`config.mk`:
```
export PLATFORM = sky130hd
export DESIGN_NAME = hpll_calib_top
export DESIGN_NICKNAME = d
export VERILOG_FILES = /design/src/hpll_calib_pkg.sv /design/src/calib_fsm.sv /design/src/calib_step_counters.sv /design/src/cfg_bus_driver.sv /design/src/hpll_calib_top.sv
export SDC_FILE = /design/constraint.sdc
export NUM_CORES = 1
export LEC_CHECK = 0
export ABC_AREA = 1
export BUFFER_PORTS_ARGS = -buffer_cell sky130_fd_sc_hd__buf_2
export CAP_MARGIN = 20
export CORE_MARGIN = 1
export CORE_UTILIZATION = 30
export CTS_CLUSTER_SIZE = 8
export DETAILED_ROUTE_END_ITERATION = 6
export PLACE_DENSITY = 0.47
export SYNTH_ARGS = -nofsm -noshare
export SYNTH_HDL_FRONTEND = slang
export SYNTH_HIERARCHICAL = 1
export SYNTH_SLANG_ARGS = --single-unit
```
`constraint.sdc`:
```
create_clock -name clk -period 4.5 [get_ports clk]
set_input_delay 0 -clock clk [delete_from_list [all_inputs] [get_ports clk]]
set_output_delay 0 -clock clk [all_outputs]
set_load 0.03 [all_outputs]
```
`src/hpll_calib_pkg.sv`:
```
////////////////////////////////////////
// shared definitions for the calibration
// sequencer: state enum, config bus widths,
// register addresses, counter marks, fields
////////////////////////////////////////
`default_nettype none

package hpll_calib_pkg;

    typedef enum logic [2:0] {
        idle         = 3'd0,
        detect       = 3'd1,
        calib_start  = 3'd2,
        calib_wait   = 3'd3,
        calib_exit   = 3'd4,
        valid_done   = 3'd5,
        invalid_done = 3'd6,
        abort_done   = 3'd7
    } calib_state_e;

    // config bus
    localparam int ADDR_W = 12;
    localparam int DATA_W = 8;

    localparam logic [ADDR_W-1:0] ADDR_REFCLK_CFG    = 12'h003;
    localparam logic [ADDR_W-1:0] ADDR_CALIB_STATUS  = 12'h026;
    localparam logic [ADDR_W-1:0] ADDR_RESCAL_RESULT = 12'h03c;

    // counter marks
    localparam logic [3:0] DET_READ1_END = 4'd4;   // first read sampled here
    localparam logic [3:0] DET_GAP       = 4'd5;   // idle slot between reads
    localparam logic [3:0] DET_END       = 4'd10;
    localparam logic [3:0] INIT_END      = 4'd15;  // settling done
    localparam logic [1:0] WR_LAST       = 2'd3;
    localparam logic [2:0] POLL_LAST     = 3'd5;

    // register fields
    localparam int STATUS_BLOCK_LO = 4;
    localparam int STATUS_BLOCK_HI = 5;
    localparam int RESCAL_DONE_BIT = 0;
    localparam int CFG_FORCE_LO    = 3;
    localparam int CFG_FORCE_HI    = 5;

endpackage

`default_nettype wire

```
`src/calib_fsm.sv`:
```
////////////////////////////////////////
// calibration sequencer FSM
// ready error count, done flag and the
// rescal reset pulse
////////////////////////////////////////
`default_nettype none

module calib_fsm #(
    parameter int MAX_RDY_ERR = 2
) (
    input  wire                                   clk,
    input  wire                                   rstn,
    input  wire                                   calib_en,
    input  wire  [3:0]                            det_cnt,
    input  wire  [1:0]                            wr_cnt,
    input  wire  [2:0]                            poll_cnt,
    input  wire                                   cfg_ready,
    input  wire  [hpll_calib_pkg::DATA_W-1:0]     cfg_rdata,
    output hpll_calib_pkg::calib_state_e          state,
    output logic                                  calib_done,
    output logic                                  res_cal_rst
);
    import hpll_calib_pkg::*;

    localparam int ERR_W = $clog2(MAX_RDY_ERR + 1);

    calib_state_e     state_nxt;
    logic [ERR_W-1:0] err_cnt;
    logic             rdy_err;
    logic             calib_vld;
    logic             start_rdy;
    logic             res_done;
    logic             exit_rdy;

    ////////////////////////////////////////
    // sample points
    ////////////////////////////////////////
    assign calib_vld = cfg_ready && (cfg_rdata[STATUS_BLOCK_HI:STATUS_BLOCK_LO] == '0);
    assign start_rdy = (state == calib_start) && (wr_cnt == WR_LAST) && cfg_ready;
    assign exit_rdy  = (state == calib_exit) && (wr_cnt == WR_LAST) && cfg_ready;
    assign res_done  = (poll_cnt == POLL_LAST) && cfg_ready && cfg_rdata[RESCAL_DONE_BIT];

    // no late ready is waited for
    always_comb begin
        case (state)
            detect:                 rdy_err = !cfg_ready &&
                                              (det_cnt == DET_READ1_END || det_cnt == DET_END);
            calib_start, calib_exit: rdy_err = !cfg_ready && (wr_cnt == WR_LAST);
            calib_wait:             rdy_err = !cfg_ready && (poll_cnt == POLL_LAST);
            default:                rdy_err = 1'b0;
        endcase
    end

    ////////////////////////////////////////
    // state machine
    ////////////////////////////////////////
    always_ff @(posedge clk or negedge rstn) begin
        if (!rstn)
            state <= idle;
        else
            state <= state_nxt;
    end

    always_comb begin
        state_nxt = state;
        case (state)
            idle: begin
                if (det_cnt == INIT_END)
                    state_nxt = detect;
            end
            detect: begin
                if (err_cnt == ERR_W'(MAX_RDY_ERR))
                    state_nxt = abort_done;
                else if (det_cnt == DET_END)
                    state_nxt = calib_vld ? calib_start : invalid_done;
            end
            calib_start: begin
                if (rdy_err)
                    state_nxt = detect;   // retry from detection
                else if (start_rdy)
                    state_nxt = calib_wait;
            end
            calib_wait: begin
                if (rdy_err)
                    state_nxt = detect;
                else if (res_done)
                    state_nxt = calib_exit;
            end
            calib_exit: begin
                if (rdy_err)
                    state_nxt = detect;
                else if (exit_rdy)
                    state_nxt = valid_done;
            end
            default: state_nxt = state;   // done states hold
        endcase
    end

    // ready misses since last idle
    always_ff @(posedge clk or negedge rstn) begin
        if (!rstn)
            err_cnt <= '0;
        else if (state == idle)
            err_cnt <= '0;
        else if (rdy_err)
            err_cnt <= err_cnt + 1'b1;
    end

    ////////////////////////////////////////
    // outputs
    ////////////////////////////////////////
    always_ff @(posedge clk or negedge rstn) begin
        if (!rstn)
            calib_done <= 1'b0;
        else if (state == valid_done || state == abort_done)
            calib_done <= 1'b1;
        else if (state == invalid_done)
            calib_done <= calib_en;   // user decides when nothing ran
    end

    // one cycle pulse after the start write
    always_ff @(posedge clk or negedge rstn) begin
        if (!rstn)
            res_cal_rst <= 1'b0;
        else
            res_cal_rst <= start_rdy;
    end

endmodule

`default_nettype wire

```
`src/calib_step_counters.sv`:
```
////////////////////////////////////////
// phase counters for the sequencer
// detect, write, two-stage wait timer
// and poll counter
////////////////////////////////////////
`default_nettype none

module calib_step_counters #(
    parameter int WAIT_BITS = 10
) (
    input  wire                          clk,
    input  wire                          rstn,
    input  wire hpll_calib_pkg::calib_state_e state,
    output logic [3:0]                   det_cnt,
    output logic [1:0]                   wr_cnt,
    output logic [2:0]                   poll_cnt
);
    import hpll_calib_pkg::*;

    logic [WAIT_BITS-1:0] wait_lo;
    logic [WAIT_BITS-1:0] wait_hi;
    logic                 lo_carry;
    logic                 hi_carry;

    assign lo_carry = wait_lo[WAIT_BITS-1];
    assign hi_carry = wait_hi[WAIT_BITS-1];

    ////////////////////////////////////////
    // detect / settling counter
    ////////////////////////////////////////
    always_ff @(posedge clk or negedge rstn) begin
        if (!rstn)
            det_cnt <= '0;
        else if (state == idle)
            det_cnt <= det_cnt + 4'd1;   // settling time
        else if (state == detect)
            det_cnt <= (det_cnt == DET_END) ? 4'd0 : det_cnt + 4'd1;
        else
            det_cnt <= '0;
    end

    // write cycle pacing
    always_ff @(posedge clk or negedge rstn) begin
        if (!rstn)
            wr_cnt <= '0;
        else if (state == calib_start || state == calib_exit)
            wr_cnt <= wr_cnt + 2'd1;
        else
            wr_cnt <= '0;
    end

    ////////////////////////////////////////
    // wait timers and poll counter
    ////////////////////////////////////////
    always_ff @(posedge clk or negedge rstn) begin
        if (!rstn)
            wait_lo <= '0;
        else if (state == calib_wait && !lo_carry)
            wait_lo <= wait_lo + 1'b1;
        else
            wait_lo <= '0;
    end

    always_ff @(posedge clk or negedge rstn) begin
        if (!rstn)
            wait_hi <= '0;
        else if (state != calib_wait || hi_carry)
            wait_hi <= '0;
        else if (lo_carry)
            wait_hi <= wait_hi + 1'b1;
    end

    always_ff @(posedge clk or negedge rstn) begin
        if (!rstn)
            poll_cnt <= '0;
        else if (state != calib_wait)
            poll_cnt <= '0;
        else if (poll_cnt == POLL_LAST)
            poll_cnt <= '0;
        else if (hi_carry)
            poll_cnt <= 3'd1;   // start a poll read
        else if (poll_cnt != 3'd0)
            poll_cnt <= poll_cnt + 3'd1;
    end

endmodule

`default_nettype wire

```
`src/cfg_bus_driver.sv`:
```
////////////////////////////////////////
// config bus driver
// sequencer bus cycles, saved refclk
// value, handover to the user port
////////////////////////////////////////
`default_nettype none

module cfg_bus_driver (
    input  wire                               clk,
    input  wire                               rstn,
    input  wire hpll_calib_pkg::calib_state_e state,
    input  wire  [3:0]                        det_cnt,
    input  wire  [1:0]                        wr_cnt,
    input  wire  [2:0]                        poll_cnt,
    input  wire                               calib_done,
    input  wire                               cfg_ready,
    input  wire  [hpll_calib_pkg::DATA_W-1:0] cfg_rdata,
    input  wire                               user_psel,
    input  wire                               user_penable,
    input  wire                               user_write,
    input  wire  [hpll_calib_pkg::ADDR_W-1:0] user_addr,
    input  wire  [hpll_calib_pkg::DATA_W-1:0] user_wdata,
    output logic                              cfg_psel,
    output logic                              cfg_penable,
    output logic                              cfg_write,
    output logic [hpll_calib_pkg::ADDR_W-1:0] cfg_addr,
    output logic [hpll_calib_pkg::DATA_W-1:0] cfg_wdata
);
    import hpll_calib_pkg::*;

    logic              seq_psel;
    logic              seq_penable;
    logic              seq_write;
    logic [ADDR_W-1:0] seq_addr;
    logic [DATA_W-1:0] seq_wdata;
    logic [DATA_W-1:0] refclk_saved;
    logic [DATA_W-1:0] refclk_mod;

    // keep the original refclk config for the restore write
    always_ff @(posedge clk or negedge rstn) begin
        if (!rstn)
            refclk_saved <= '0;
        else if (state == detect && det_cnt == DET_READ1_END && cfg_ready)
            refclk_saved <= cfg_rdata;
    end

    always_comb begin
        refclk_mod = refclk_saved;
        refclk_mod[CFG_FORCE_HI:CFG_FORCE_LO] = '1;
    end

    ////////////////////////////////////////
    // sequencer bus decode
    ////////////////////////////////////////
    always_comb begin
        seq_psel    = 1'b0;
        seq_penable = 1'b0;
        seq_addr    = '0;
        case (state)
            detect: begin
                seq_psel    = (det_cnt != DET_GAP);
                seq_penable = (det_cnt != 4'd0) && (det_cnt != DET_GAP) &&
                              (det_cnt != DET_GAP + 4'd1);   // setup of second read
                seq_addr    = (det_cnt < DET_GAP) ? ADDR_REFCLK_CFG : ADDR_CALIB_STATUS;
            end
            calib_start, calib_exit: begin
                seq_psel    = (wr_cnt != 2'd0);
                seq_penable = (wr_cnt > 2'd1);
                seq_addr    = ADDR_REFCLK_CFG;
            end
            calib_wait: begin
                seq_psel    = (poll_cnt != 3'd0);
                seq_penable = (poll_cnt > 3'd1);
                seq_addr    = ADDR_RESCAL_RESULT;
            end
            default: ;
        endcase
    end

    assign seq_write = (state == calib_start) || (state == calib_exit);
    assign seq_wdata = (state == calib_start) ? refclk_mod : refclk_saved;

    // user owns the bus once calibration is over
    assign cfg_psel    = calib_done ? user_psel    : seq_psel;
    assign cfg_penable = calib_done ? user_penable : seq_penable;
    assign cfg_write   = calib_done ? user_write   : seq_write;
    assign cfg_addr    = calib_done ? user_addr    : seq_addr;
    assign cfg_wdata   = calib_done ? user_wdata   : seq_wdata;

endmodule

`default_nettype wire

```
`src/hpll_calib_top.sv`:
```
////////////////////////////////////////
// PLL calibration sequencer top level
// FSM, phase counters, bus driver
////////////////////////////////////////
`default_nettype none

module hpll_calib_top #(
    parameter int WAIT_BITS   = 10,
    parameter int MAX_RDY_ERR = 2
) (
    input  wire                               clk,
    input  wire                               rstn,
    input  wire                               calib_en,
    input  wire                               user_psel,
    input  wire                               user_penable,
    input  wire                               user_write,
    input  wire  [hpll_calib_pkg::ADDR_W-1:0] user_addr,
    input  wire  [hpll_calib_pkg::DATA_W-1:0] user_wdata,
    input  wire                               cfg_ready,
    input  wire  [hpll_calib_pkg::DATA_W-1:0] cfg_rdata,
    output logic                              cfg_psel,
    output logic                              cfg_penable,
    output logic                              cfg_write,
    output logic [hpll_calib_pkg::ADDR_W-1:0] cfg_addr,
    output logic [hpll_calib_pkg::DATA_W-1:0] cfg_wdata,
    output logic                              calib_done,
    output logic                              res_cal_rst
);
    import hpll_calib_pkg::*;

    calib_state_e state;
    logic [3:0]   det_cnt;
    logic [1:0]   wr_cnt;
    logic [2:0]   poll_cnt;

    calib_fsm #(
        .MAX_RDY_ERR (MAX_RDY_ERR)
    ) calib_fsm_i (
        .clk         (clk),
        .rstn        (rstn),
        .calib_en    (calib_en),
        .det_cnt     (det_cnt),
        .wr_cnt      (wr_cnt),
        .poll_cnt    (poll_cnt),
        .cfg_ready   (cfg_ready),
        .cfg_rdata   (cfg_rdata),
        .state       (state),
        .calib_done  (calib_done),
        .res_cal_rst (res_cal_rst)
    );

    calib_step_counters #(
        .WAIT_BITS (WAIT_BITS)
    ) calib_step_counters_i (
        .clk      (clk),
        .rstn     (rstn),
        .state    (state),
        .det_cnt  (det_cnt),
        .wr_cnt   (wr_cnt),
        .poll_cnt (poll_cnt)
    );

    cfg_bus_driver cfg_bus_driver_i (
        .clk          (clk),
        .rstn         (rstn),
        .state        (state),
        .det_cnt      (det_cnt),
        .wr_cnt       (wr_cnt),
        .poll_cnt     (poll_cnt),
        .calib_done   (calib_done),
        .cfg_ready    (cfg_ready),
        .cfg_rdata    (cfg_rdata),
        .user_psel    (user_psel),
        .user_penable (user_penable),
        .user_write   (user_write),
        .user_addr    (user_addr),
        .user_wdata   (user_wdata),
        .cfg_psel     (cfg_psel),
        .cfg_penable  (cfg_penable),
        .cfg_write    (cfg_write),
        .cfg_addr     (cfg_addr),
        .cfg_wdata    (cfg_wdata)
    );

endmodule

`default_nettype wire

```
; After elaboration in Yosys (flattened, before gate mapping)
; Cells that the tools add are included.
[totals]
register_bits = 44
word_cells = 110
input_bits = 35
[classes]
reduce_logical = 33
magnitude_cmp = 3
eq_ne = 21
n_addsub = 6
n_mux = 37
[op_table]
columns = operator, count
row1 = $mux W3, 14
row2 = $pmux W12 S3, 1
row3 = $mux W10, 3
row4 = $add A10 B1 Y10 const B, 2
row5 = $eq A3 B3 Y1 const B, 5
row6 = $logic_and A1 B1 Y1, 15
row7 = $pmux W3 S5, 1
row8 = $mux W12, 1
row9 = $mux W4, 3
row10 = $mux W6, 2
row11 = $ne A3 B1 Y1 const B, 4
row12 = $pmux W1 S3, 3
row13 = $eq A4 B4 Y1 const B, 2
row14 = $mux W8, 1
row15 = $ne A4 B3 Y1 const B, 2
row16 = $reduce_bool A2 Y1, 4
row17 = $reduce_bool A4 Y1, 2
row18 = $eq A3 B2 Y1 const B, 2
row19 = $mux W2, 3
row20 = $reduce_and A6 Y1, 1
row21 = $mux W1, 5
row22 = $reduce_bool A5 Y1, 1
row23 = $add A2 B1 Y2 const B, 2
row24 = $add A4 B1 Y4 const B, 1
row25 = 15 further kinds, 20

; Depth between registers and ports, before layout
[depth]
ltp_word = 6
mapped_depth = 11

; Cells and area by module
; Netlist, hierarchy kept.
[modules_own_cells]
columns = mod, instances, cells_per_inst, area_each_um2
row1 = calib_step_counters, 1, 180, 1511.4
row2 = cfg_bus_driver, 1, 132, 780.7
row3 = calib_fsm, 1, 86, 595.6

; Worst setup path after synthesis
; No wires, ideal clock.
[synth_path]
path_type = reg-to-reg
startpoint = register calib_fsm_i.state[1]
endpoint = register calib_fsm_i.state[0]
path_stages_with_launch = 11
arrival_ns = 1.410
t_required_ns = 4.383
setup_ns = 0.117
path_slack_ns = 2.973
n_path_buf = 0
period_less_slack_ns = 1.527
path_cell_list = dfrtp_1 nor2_2 nand2_2 nand3_2 nor2_2 nor2_4 nand2_4 nand2_1 nand3_2 nand2_1 nand2_1
[synth_between]
elab_chain_cells = 5
elab_cells_between_ends = 22
[synth_rtl]
columns = item, line_no
row1 = from (decl), calib_fsm.sv:19  ; output hpll_calib_pkg::calib_state_e state,
row2 = from (signal assigned), calib_fsm.sv:59  ; state <= idle;
row3 = from (signal assigned), calib_fsm.sv:61  ; state <= state_nxt;
row4 = $eq A3 B3 Y1 or $eq A3 B2 Y1 (tied branches), -
row5 = "$reduce_or A2 Y1, or another cell as far along", calib_fsm.sv:45  ; case (state)
row6 = "$pmux W1 S3, or another cell as far along", calib_fsm.sv:45
row7 = "$ne A3 B1 Y1 (no line), or another cell as far along", -
row8 = $reduce_and A6 Y1 (no line) or $pmux W3 S5 (tied branches), -
; Several ways; a longest one is shown, not always the timed one.
; A chain may end at the register's enable or synchronous reset.

; Worst setup path after layout
[layout_path]
startpoint = register calib_fsm_i.calib_done
endpoint = output cfg_addr[0] (netlist name)
[layout_between]
elab_chain_cells = 1
[layout_rtl]
columns = item, line_no
row1 = from (decl), calib_fsm.sv:20  ; output logic calib_done,
row2 = from (signal assigned), calib_fsm.sv:118  ; calib_done <= calib_en;
row3 = $mux W12, cfg_bus_driver.sv:87  ; assign cfg_addr = calib_done ? user_addr : seq_addr;
row4 = to (decl), hpll_calib_top.sv:24  ; output logic [hpll_calib_pkg::ADDR_W-1:0] cfg_addr,
; Every way passes these cells.

==> key figures <==
Synthesis
  • Area contributors post-synth: dfrtp_1 (38%), nand2_1 (15%), inv_1 (6.9%)
  • Syn_nets: 441
  • Yosys Warn Count: 6
  • EDFF count, synth: 0
  • Post-synth top cells: nand2_1 (119), inv_1 (53), nor2_1 (46)
  • Cell area after synthesis: 2890 µm²
  • Synth cell types: 35
  • Synth Register Bits: 44
  • Mapped Cells: 398
  • FFs w/ async S/R, synth: 100%
  • Sequential area share after synthesis: 38.1%
  • Most common cell in the netlist: nand2_1
  • Synth area leader: dfrtp_1
  • Yosys top cell area share: 38.1%
  • Synth Flop Type: dfrtp_1
  • Avg Synthesized Cell Area: 7.26 µm²

Finish
  • NumNets Final: 512
  • Multi-input gate area: 1530 µm²
  • Fin area: 3530 µm²
  • Finished Layout Cells: 599
  • Register Area: 1100 µm²
  • Share of layout cells above drive strength 1: 23.8%
  • Filler instances: 1000
  • Area growth syn-to-layout: 22.2%
  • Antenna Cells: 0

Power and ir drop
  • Switching Share: 46.4%
  • Clock power share: 19.0%
  • Maximum vdd drop: 0.000135 V
  • Flop pwr share: 34.9%
  • Internal power: 0.880 mW
  • Psw: 0.762 mW
  • Total power: 1.64 mW
  • Leak pwr: 1.82 nW
  • Cell area power density: 465 nW/µm²
  • Gate power share: 46.1%

Global route
  • Global-route track usage on met3: 3.20%
  • Vias in the first global route: 2404
  • Global-route wire length before repair: 11000 µm
  • Overall global routing resource usage: 13.5%
  • Largest net degree at the start of global routing: 45
  • Antenna violations before repair: 0
  • Routing usage on met2: 23.0%
  • Top Usage Layer GRT: met2
  • Gr ovfl total: 0
  • GR Layer Usage met1: 17.7%

Clocking
  • Root Buffer: clkbuf_8
  • H-Tree Depth: 2
  • Clk buf depth: 2
  • Clock sinks: 44
  • Post_cts resized: 0
  • Worst-path clk slew: 0.09 ns
  • Worst-Skew Late Latency: 0.30 ns
  • CTS tree: built
  • Number of buffers created by CTS: 5

Hold path
  • Hold Crit Start: cfg_ready
  • HP Class: input port to flop
  • Hold Path Sink: calib_fsm_i/res_cal_rst$_DFF_PN0_
  • Hold Path Cell Cnt: 5

Critical path
  • Worst path cell trace: inv_1, nand3_1, nand3_1, buf_2
  • Critical Path Sink Type: output pin
  • RR Endpoint: calib_fsm_i/state[0]$_DFFE_PN0P_
  • CP peak stage delay: 0.83 ns
  • Critical Path Fanout Max: 26
  • Setup Crit Path Kind: flop to output pin
  • Reg2Reg Depth: 10
  • CP max-delay cell: dfrtp_1
  • Reg2Reg Setup Slack: 2.79 ns
  • CP arrival: 2.04 ns
  • Worst path bufs/invs: 2
  • Crit path top cell by count: nand3_1
  • Worst Path Required: 4.50 ns
  • Cell count along the critical path: 4
  • Crit path launch type: flop
  • R2R Path Start: calib_fsm_i/state[0]$_DFFE_PN0P_
  • CP delay by family, top: flip-flops

Route
  • First-pass DRT Iterations: 4
  • Post-route ant nets: 0
  • Drt initial violations: 66
  • DR vias/cell: 4.39
  • DR vias: 2630
  • Routed WL: 6350 µm
  • Residual DRC count: 0
  • Wirelength per Cell: 10.6 µm

Flow run
  • Max cap viols: 0

STA
  • Minimum clock period: 2.04 ns
  • Setup_tns: 0 ns
  • Worst Skew: 0.00714 ns
  • Final Hold Vio Count: 0
  • Crit share post-route: 45.3%
  • Worst Tran Pin Value: 0.750 ns
  • Max_slew headroom: 50.0%
  • # setup viols final: 0
  • Max-slew violations: 0
  • WHS: 0.181 ns
  • Max frequency: 490 MHz
  • RSZ-0062 raised after global routing: no

Placement
  • Placed cell areas: 3300 µm²
  • Dpl cells: 580
  • I/O Buffers: 59
  • Placer congestion estimate: 0.816
  • Final HPWL DP: 4710 µm

Die
  • Die Y: 100 µm
  • Starting Density: 31.1%
  • Core area: 9280 µm²
  • Site Rows: 35
  • Die W: 100 µm
  • Die ar.: 10000 µm²
  • Boundary pin count: 60

Status
  • Outcome: finished clean
-- cells by family after synthesis --
kind of cell,synth area share (%)
compound gates,9.79
xor+xnor,1.21
fa+ha+maj,3.47
buf+inv,8.88
flops,38.1
simple gates,38.5
-- metrics by stage --
step           worst slack, ns  utilization, %
2_1_floorplan             2.97               -
3_3_place_gp              2.73            35.5
3_5_place_dp              2.72            35.5
4_1_cts                   2.38            37.8
5_1_grt                   2.23            38.0
6_report                  2.46            38.0
-- cell usage in the layout (no fill, tap or decap), types with 3 or more instances in the layout --
cell           synthesis  layout
nand3_2                7       7
nor2_4                 5       5
inv_1                 53      53
nor2_2                 8       8
ha_1                   8       8
nand2_1              119     119
inv_2                  3       3
o21ai_0               12      12
nand4_1                4       4
clkbuf_8               0       5
nor2_1                46      46
nand3_1               31      31
buf_2                  1      59
dfrtp_1               44      44
a21oi_1               18      18
nand2_2                6       6
o21ai_2                8       8
dlygate4sd3_1          0      10
-- sequential cells by signal, indices dropped and copies added (netlist names) --
name and count:
calib_step_counters_i/wait_hi 10, calib_step_counters_i/wait_lo 10, cfg_bus_driver_i/refclk_saved 8, calib_step_counters_i/det_cnt 4, calib_fsm_i/state 3, calib_step_counters_i/poll_cnt 3, calib_fsm_i/err_cnt 2, calib_step_counters_i/wr_cnt 2
calib_fsm_i/calib_done 1, calib_fsm_i/res_cal_rst 1
-- per-layer routing --
layer | wire [µm] | vias up | part of all wire (%)
met3 | 229 | 5 | 3.6
li1 | - | 1401 | -
met2 | 2960 | 48 | 47
met4 | 48 | 0 | 0.76
met5 | 0 | - | 0
met1 | 3120 | 1176 | 49
-- power groups by stage --
| stage | clock [mW] | sequential, mW | combinational [mW] |
|---|---|---|---|
| after detailed placement | 0 | 0.584 | 0.757 |
| after CTS | 0.329 | 0.576 | 0.766 |
| after global placement | 0 | 0.583 | 0.758 |
| after floorplan | 0 | 0.550 | 0.609 |
| final | 0.311 | 0.573 | 0.757 |
| after global routing | 0.342 | 0.594 | 0.861 |
-- worst min-delay path: stages --
cell    delay [ns]
buf_2         0.14
inv_1         0.12
nor2_1        0.08
inv_1         0.06
nor2_1        0.05
-- cell type report --
class	count	share of cell area (%)
multi-input combinational	292	43.4
sequential	44	31.2
timing repair buffer	70	11.8
inverter	56	5.96
tap	129	4.57
clock buffer	5	1.95
clock inverter	3	1.21
-- worst max path at each step --
stage	startpoint	end
6_report	calib_fsm_i/calib_done$_DFFE_PN0P_	cfg_addr[0]
2_1_floorplan	calib_fsm_i/state[1]$_DFFE_PN0P_	calib_fsm_i/state[0]$_DFFE_PN0P_
4_1_cts	calib_fsm_i/calib_done$_DFFE_PN0P_	cfg_addr[0]
3_5_place_dp	calib_fsm_i/calib_done$_DFFE_PN0P_	cfg_addr[0]
3_3_place_gp	calib_fsm_i/state[2]$_DFFE_PN0P_	calib_fsm_i/state[0]$_DFFE_PN0P_
5_1_grt	calib_fsm_i/calib_done$_DFFE_PN0P_	cfg_addr[0]
-- timing repair --
item,in CTS,in global routing
setup buffers,0,0
hold buffers,10,0
hold endpoints to repair,53,0
Power figures use the tool's default switching activity.
